**src/design/store_issue_ctrl.sv**
```systemverilog
// store_issue_ctrl: acceptance, conflict serialization and issue strobes for two ports
`timescale 1ns/1ps

module store_issue_ctrl (
  input  logic clk,
  input  logic rst,
  input  logic bus_hold,
  input  logic miss_hold,
  input  logic miss_pause,
  input  logic insert_data,
  input  logic req0_en,
  input  logic req1_en,
  input  logic conflict,
  output logic load0,
  output logic load1,
  output logic st0_en,
  output logic st1_en,
  output logic busy
);

  logic hold;
  logic accept;
  logic split;
  logic pending;

  // any hold blocks new issue and a pending port 1 store
  assign hold = bus_hold | miss_hold | miss_pause | insert_data;

  assign accept = !pending && !hold;
  assign load0 = accept && req0_en;
  assign load1 = accept && req1_en;

  // overlapping pair, port 1 waits one cycle behind port 0
  assign split = load0 && load1 && conflict;

  always_ff @(posedge clk) begin
    if (rst) begin
      st0_en <= 1'b0;
      st1_en <= 1'b0;
      pending <= 1'b0;
    end else begin
      st0_en <= load0;
      st1_en <= (load1 && !split) || (pending && !hold);
      // held pending store fires on the first cycle without a hold
      pending <= split || (pending && hold);
    end
  end

  assign busy = pending;

endmodule

```
**config.mk**
```make
export PLATFORM = sky130hd
export DESIGN_NAME = store_issue_ctrl
export DESIGN_NICKNAME = d
export VERILOG_FILES = /design/src/design/store_issue_ctrl.sv
export SDC_FILE = /design/constraint.sdc
export NUM_CORES = 1
export LEC_CHECK = 0
export ABC_CLOCK_PERIOD_IN_PS = 2490
export BUFFER_PORTS_ARGS = -buffer_cell sky130_fd_sc_hd__buf_4
export CORE_AREA = 3 3 40 42
export DETAILED_ROUTE_END_ITERATION = 6
export DIE_AREA = 0 0 43 45
export GPL_ROUTABILITY_DRIVEN = 0
export PLACE_DENSITY = 0.35
export SLEW_MARGIN = 5
export SYNTH_ARGS = -nofsm -noshare
export SYNTH_HDL_FRONTEND = slang
export SYNTH_SLANG_ARGS = --single-unit
```
**constraint.sdc**
```tcl
create_clock -name clk -period 2.49 [get_ports clk]
set_input_delay 0.249 -clock clk [delete_from_list [all_inputs] [get_ports clk]]
set_output_delay 0.249 -clock clk [all_outputs]
set_load 0.005 [all_outputs]
```
======== Yosys cells after proc, flatten, opt, wreduce, memory -nomap -nowiden ========
Cells that the tools add are included.
storage, ports and cells
  flip-flop bits (word level) ............. 3
  bits of input ports ..................... 9
  output and inout bits ................... 5
  logic and storage cells ................. 19
cells by class
  bitwise gates (word level) .............. 3
  reductions and logical operators ........ 13
operator list
  cell                 count
  $logic_and A1 B1 Y1  8
  $logic_not A1 Y1     3
  $or A1 B1 Y1         3
  $logic_or A1 B1 Y1   2

======== Longest topological paths before layout ========
Gate-level depths: netlist of the first run.
  depth after elaboration ................. 11
  mapped depth ............................ 3
  depth with buffers taken out ............ 3

======== Worst setup path after synthesis of the first run ========
No wires, ideal clock.
  path kind ............................... input-to-reg
  start ................................... in miss_hold
  end ..................................... reg pending (netlist: busy)
  stages .................................. 3
  arrival time ............................ 1.381 ns
  library setup time ...................... 0.070 ns
  required time ........................... 2.420 ns
  path buffers ............................ 0
  slack ................................... 1.039 ns
  cells stage by stage .................... or4_4 or4_1 a21oi_1
on the way
  longest elaborated chain between the ends .. 9
RTL lines
  item                                           RTL line  text
  start, declared                                8         input logic miss_hold,
  $or A1 B1 Y1 (*) (3 in a row)                  27        assign hold = bus_hold | miss_hold | miss_pause | insert_data;
  $logic_not A1 Y1                               29        assign accept = !pending && !hold;
  $logic_and A1 B1 Y1                            29
  $logic_and A1 B1 Y1, on equally long branches  30, 31
  $logic_and A1 B1 Y1 (2 in a row)               34        assign split = load0 && load1 && conflict;
  $logic_or A1 B1 Y1 (*)                         45        pending <= split || (pending && hold);
  end signal, assigned                           45
  end, declared                                  24        logic pending;
Every way passes the cells marked *; elsewhere a longest branch is shown, timed or not.
A chain may end at the register's enable or synchronous reset.

======== Worst setup path after layout of the first run ========
  start ................................... in miss_hold
  end ..................................... out load0
on the way
  longest elaborated chain between the ends .. 6
RTL lines
  item                       RTL line  text
  $or A1 B1 Y1 (3 in a row)  27
  $logic_not A1 Y1           29
  $logic_and A1 B1 Y1        29
  $logic_and A1 B1 Y1        30        assign load0 = accept && req0_en;
  end, declared              14        output logic load0,
No other way between the ends.

==> results of run 1 <==
-- layout make-up --
| type | count | area [um^2] | area share [%] |
|---|---|---|---|
| flip-flops and latches | 3 | 60.1 | 22.5 |
| repair buffers | 13 | 97.6 | 36.6 |
| multi-input cells | 10 | 60.1 | 22.5 |
| clock buffers | 4 | 26.3 | 9.86 |
| inverters | 1 | 3.75 | 1.41 |
| well taps | 15 | 18.8 | 7.04 |
-- power groups by stage --
stage	clock, mW	combinational [mW]	sequential (mW)
global route	0.0909	0.0174	0.0490
finish	0.0821	0.0157	0.0490
CTS	0.0873	0.0159	0.0490
global placement	0	0.0156	0.0497
floorplan	0	0.00343	0.0497
detailed placement	0	0.0158	0.0497
-- final timing paths --
path / from / end / slack (ps) / cells after the start
hold reg to reg: busy / busy / 520 / 2
setup reg to reg: busy / busy / 1400 / 2
setup / recovery: miss_hold / load0 / 900 / 4
hold / removal: rst / st0_en / 200 / 2
-- Yosys cell counts (all sizes together) --
library cell	n
nor3	2
nand2	2
inv	1
nor3b	1
or4	2
dfxtp	3
a21oi	2
nor2b	1
-- sequential cells by signal, summed over array words and instances (netlist names) --
name / cells
st0_en: 1
busy: 1
st1_en: 1
-- cell families (layout without fill, tap and decap cells) --
family | Yosys count | in the layout | synth area share [%]
AND/OR/NAND/NOR | 8 | 8 | 40.4
flip-flops | 3 | 3 | 48.5
AO/OA/AOI/OAI | 2 | 2 | 8.08
buffers and inverters | 1 | 18 | 3.03
-- metal layers --
metal  vias to the layer above  track usage (%)  wire [um]
met5                         -                0          0
met4                         0             5.42          0
met3                         0             4.78         84
met2                        12             6.89        149
met1                        71             5.53        153
li1                         84                -          -
-- stage by stage --
stage	utilization [%]	power (mW)	hold slack, ps
after global placement	18.7	0.0653	434
after global routing	20.7	0.157	199
after CTS	20.7	0.152	192
after floorplan	-	0.0532	318
final	20.7	0.147	201
after detailed placement	18.7	0.0655	431
==> metrics.md, run 1 <==
| Metric | Value |
|---|---|
| Tightest Hold Check Type | `in2reg` |
| Type of origin of the critical path | `input port` |
| Number of hold violations in the final report | `0` |
| YS warnings | `0` |
| Cell family with most CP delay | `simple AND/OR/NAND/NOR gates` |
| Clock-pin slew of the registers on the worst-case setup and hold paths | `30 ps` |
| Pin count of the biggest net entering global routing | `7` |
| Worst setup timing slack at the placement stage | `891 ps` |
| Total number of nets in the final design | `41` |
| Sequential fraction of the synthesis area | `48.5%` |
| Syn_area_per_cell | `8.85 um^2` |
| Number of setup violations in the final report | `0` |
| DIE AREA | `1940 um^2` |
| Logic gate share of total power | `10.7%` |
| Status | `finished clean` |
| Non-Filler Instances | `46` |
| Initial antenna violation count | `0` |
| DRC violation count after routing | `0` |
| Final wirelength | `387 um` |
| Setup ws final | `899 ps` |
| Core area | `1280 um^2` |
| Via-per-instance ratio | `3.63` |
| Clock latency on the worst-skew pair | `230 ps` |
| Worst IR drop on VDD | `0.0929 mV` |
| Share of the synthesized area in the top cell type | `48.5%` |
| Die Wd | `43 um` |
| Global-route wire length before repair | `738 um` |
| Crit path arrival time | `1340 ps` |
| Cell taking the most area after synthesis | `sky130_fd_sc_hd__dfxtp_1` |
| Root cell of the clock tree | `sky130_fd_sc_hd__clkbuf_4` |
| Critical-path maximum fanout | `5` |
| Number of storage elements in the synthesis netlist | `3` |
| Syn-to-layout area delta | `115%` |
| Max-slew violations | `0` |
| Static power due to leakage | `0.124 nW` |
| Number of H-tree branching levels | `1` |
| Effective utilization at floorplan | `9.64%` |
| Via count of the first global-routing pass | `187` |
| Min cycle time layout | `1590 ps` |
| Number of buffers and inverters on the critical path | `2` |
| Cells taking the most area after synthesis | `sky130_fd_sc_hd__dfxtp_1 48%, sky130_fd_sc_hd__or4_4 9.1%, sky130_fd_sc_hd__a21oi_1 8.1%` |
| Final clock period utilization by the worst path | `63.9%` |
| Fraction of final layout cells with drive strength greater than 1 | `54.8%` |
| DP Cell Count | `42` |
| Worst-path cell chain | `buf_4 > or4_4 > nor3b_1 > buf_4` |
| Number of buffers added by the clock tree synthesis step | `3` |
| Most common cell after layout, fill and taps aside | `sky130_fd_sc_hd__buf_4` |
| Critical path class | `in2out` |
| Leading cell types in the layout, fill and taps excluded | `13 x sky130_fd_sc_hd__buf_4, 3 x sky130_fd_sc_hd__dfxtp_1, 3 x sky130_fd_sc_hd__clkbuf_4` |
| Flop pwr share | `33.4%` |
| DP Area | `240 um^2` |
| Count of buffers inserted at the top-level ports | `13` |
| Clock skew | `0.311 ps` |
| Fill count | `145` |
| Average wire length per cell after detail routing | `8.41 um` |
| Count of unique library cells instantiated by Yosys | `9` |
| Cell repeated most along the worst path | `sky130_fd_sc_hd__buf_4` |
| Cell-internal power | `0.119 mW` |
| Data required, critical path | `2240 ps` |
| Antenna cell count | `0` |
| Upper clock frequency limit | `629 MHz` |
| Clock network fraction of total power | `55.9%` |
| Antenna-violating nets left | `0` |
| Setup tns final | `0 ps` |
| Critical path's largest stage delay | `550 ps` |
| Worst-Margin Slew | `242 ps` |
| Max_cap viols | `0` |
| First-pass detailed-route iteration total | `2` |
| Unrepaired setup endpoints after global routing | `no` |
| Vertical die dimension | `45 um` |
| Post-cts hold buffer count | `0` |
| Area of the mapped netlist | `124 um^2` |
| Fraction of power spent switching nets | `18.6%` |
| Final global-route overflow total | `0` |
| Buffers inserted during post-CTS setup optimization | `0` |
| Number of rows in the core area | `13` |
| Iter 0 DRT Violations | `1` |
| Net load switching power | `0.0273 mW` |
| Total routing resource utilization after global routing | `5.57%` |
| Worst relative slew slack | `83.8%` |
| Areal power density over the cells | `551 nW/um^2` |
| Mapped Cells | `14` |
| TritonCTS clock tree | `done` |
| Number of gates resized after CTS | `0` |
| Type of element capturing the critical path | `primary output` |
| Total non-filler cell area in the finished layout | `267 um^2` |
| Total I/O pin count | `14` |
| CTS sink cnt | `3` |
| Total number of vias | `167` |
| Number of buffers on the longest clock path | `2` |
| Cell at the slowest stage of the critical path | `sky130_fd_sc_hd__or4_4` |
| Net Count, Synth | `23` |
Note: power is estimated with default switching activity, not from simulation.
==> inputs of run 2 (changes only) <==
- ABC_CLOCK_PERIOD_IN_PS: 2490 -> 1300
- PLACE_DENSITY: 0.35 -> 0.36
- clock period: 2.49 -> 1.3 ns (I/O delays scaled with it)
==> metrics.md, run 2 (same netlist as run 1, synthesis figures left out) <==
| Metric | Value |
|---|---|
| Number of H-tree branching levels | `1` |
| First-pass detailed-route iteration total | `1` |
| Count of buffers inserted at the top-level ports | `13` |
| Iter 0 DRT Violations | `0` |
| Upper clock frequency limit | `774 MHz` |
| Total non-filler cell area in the finished layout | `284 um^2` |
| Initial antenna violation count | `0` |
| Areal power density over the cells | `1000 nW/um^2` |
| Final clock period utilization by the worst path | `99.4%` |
| Critical path's largest stage delay | `540 ps` |
| Via-per-instance ratio | `3.74` |
| Non-Filler Instances | `47` |
| Total number of vias | `176` |
| Launching point of the worst reg2reg path | `busy` |
| Worst IR drop on VDD | `0.160 mV` |
| Worst setup timing slack at the placement stage | `-76.0 ps` |
| Static power due to leakage | `0.132 nW` |
| Type of element capturing the critical path | `primary output` |
| Most common cell after layout, fill and taps aside | `sky130_fd_sc_hd__buf_4` |
| Post-cts hold buffer count | `0` |
| Number of rows in the core area | `13` |
| Hold wc startpoint | `rst` |
| Total number of nets in the final design | `42` |
| Antenna-violating nets left | `0` |
| Startpoint of the most critical setup path | `miss_hold` |
| Cell at the slowest stage of the critical path | `sky130_fd_sc_hd__or4_4` |
| Final wirelength | `406 um` |
| Global-route wire length before repair | `662 um` |
| Crit path arrival time | `1160 ps` |
| Clock latency on the worst-skew pair | `230 ps` |
| CTS sink cnt | `3` |
| Number of setup violations in the final report | `0` |
| Worst-Margin Slew | `228 ps` |
| Pin count of the biggest net entering global routing | `7` |
| Total I/O pin count | `14` |
| Max_cap viols | `0` |
| Critical path class | `in2out` |
| Min cycle time layout | `1290 ps` |
| Number of buffers on the longest clock path | `2` |
| Root cell of the clock tree | `sky130_fd_sc_hd__clkbuf_4` |
| Tightest Hold Check Type | `in2reg` |
| Leading cell types in the layout, fill and taps excluded | `14 x sky130_fd_sc_hd__buf_4, 3 x sky130_fd_sc_hd__dfxtp_1, 3 x sky130_fd_sc_hd__clkbuf_4` |
| Cell repeated most along the worst path | `sky130_fd_sc_hd__buf_4` |
| Die Wd | `43 um` |
| Fraction of final layout cells with drive strength greater than 1 | `62.5%` |
| Via count of the first global-routing pass | `182` |
| Worst relative slew slack | `84.8%` |
| Data required, critical path | `1170 ps` |
| Max-slew violations | `0` |
| Type of origin of the critical path | `input port` |
| Number of buffers added by the clock tree synthesis step | `3` |
| Syn-to-layout area delta | `129%` |
| Number of buffers and inverters on the critical path | `3` |
| DIE AREA | `1940 um^2` |
| Total routing resource utilization after global routing | `5.16%` |
| Vertical die dimension | `45 um` |
| Worst-path cell chain | `buf_4 > or4_4 > buf_4 > nor3_2 > buf_4` |
| Core area | `1280 um^2` |
| Effective utilization at floorplan | `9.64%` |
| Antenna cell count | `0` |
| DP Cell Count | `43` |
| Setup ws final | `7.98 ps` |
| TritonCTS clock tree | `done` |
| Final global-route overflow total | `0` |
| Clock skew | `0.957 ps` |
| Unrepaired setup endpoints after global routing | `yes` |
| DP Area | `248 um^2` |
| Status | `finished clean` |
| Number of hold violations in the final report | `0` |
| Critical-path maximum fanout | `3` |
| DRC violation count after routing | `0` |
| Cell family with most CP delay | `simple AND/OR/NAND/NOR gates` |
| Clock-pin slew of the registers on the worst-case setup and hold paths | `40 ps` |
| Average wire length per cell after detail routing | `8.64 um` |
[run 2: worst paths after layout]
kind | to | slack (ps) | cells after the start
hold reg to reg | busy | 540 | 2
setup reg to reg | busy | 200 | 2
hold / removal | busy | 80 | 2
setup / recovery | load1 | 8 | 5
[run 2: metal layers]
layer	routed length, um	part of all wire (%)	track usage (%)
met5	0	0	0
met4	0	0	7.23
met3	88	22	2.79
met2	169	42	6.59
met1	149	37	5.06
[run 2: layout make-up]
cell class	count	area [um^2]
clock buffer	4	26.3
fill	149	1000
inverter	1	3.75
multi-input combinational	10	70.1
sequential	3	60.1
tap	15	18.8
timing repair buffer	14	105
[run 2: timing repair]
action                     in CTS  in global routing
setup endpoints to repair       2                  2
gates resized for setup         2                  0
setup buffers                   0                  0
[run 2: metrics by stage]
step / setup TNS [ps] / total power, mW / util [%] / hold slack (ps)
floorplan: 0 / 0.102 / - / 199
global placement: -144 / 0.126 / 19.3 / 314
detailed placement: -142 / 0.126 / 19.3 / 314
CTS: 0 / 0.296 / 22.1 / 67.3
global route: -35.4 / 0.297 / 22.1 / 76.4
finish: 0 / 0.285 / 22.1 / 79.3
[run 2: power by group]
group	internal (mW)	total [mW]	leakage, nW	switching, mW
combinational	0.0220	0.0320	0.0927	0.00995
clock	0.115	0.159	0.0150	0.0441
sequential	0.0934	0.0940	0.0242	0.000550
total	0.230	0.285	0.132	0.0546
[run 2: worst register-to-register path, cell delays in order (launching register included)]
cell                      delay (ps)
sky130_fd_sc_hd__dfxtp_1         360
sky130_fd_sc_hd__or4_1           530
sky130_fd_sc_hd__a21oi_1         130
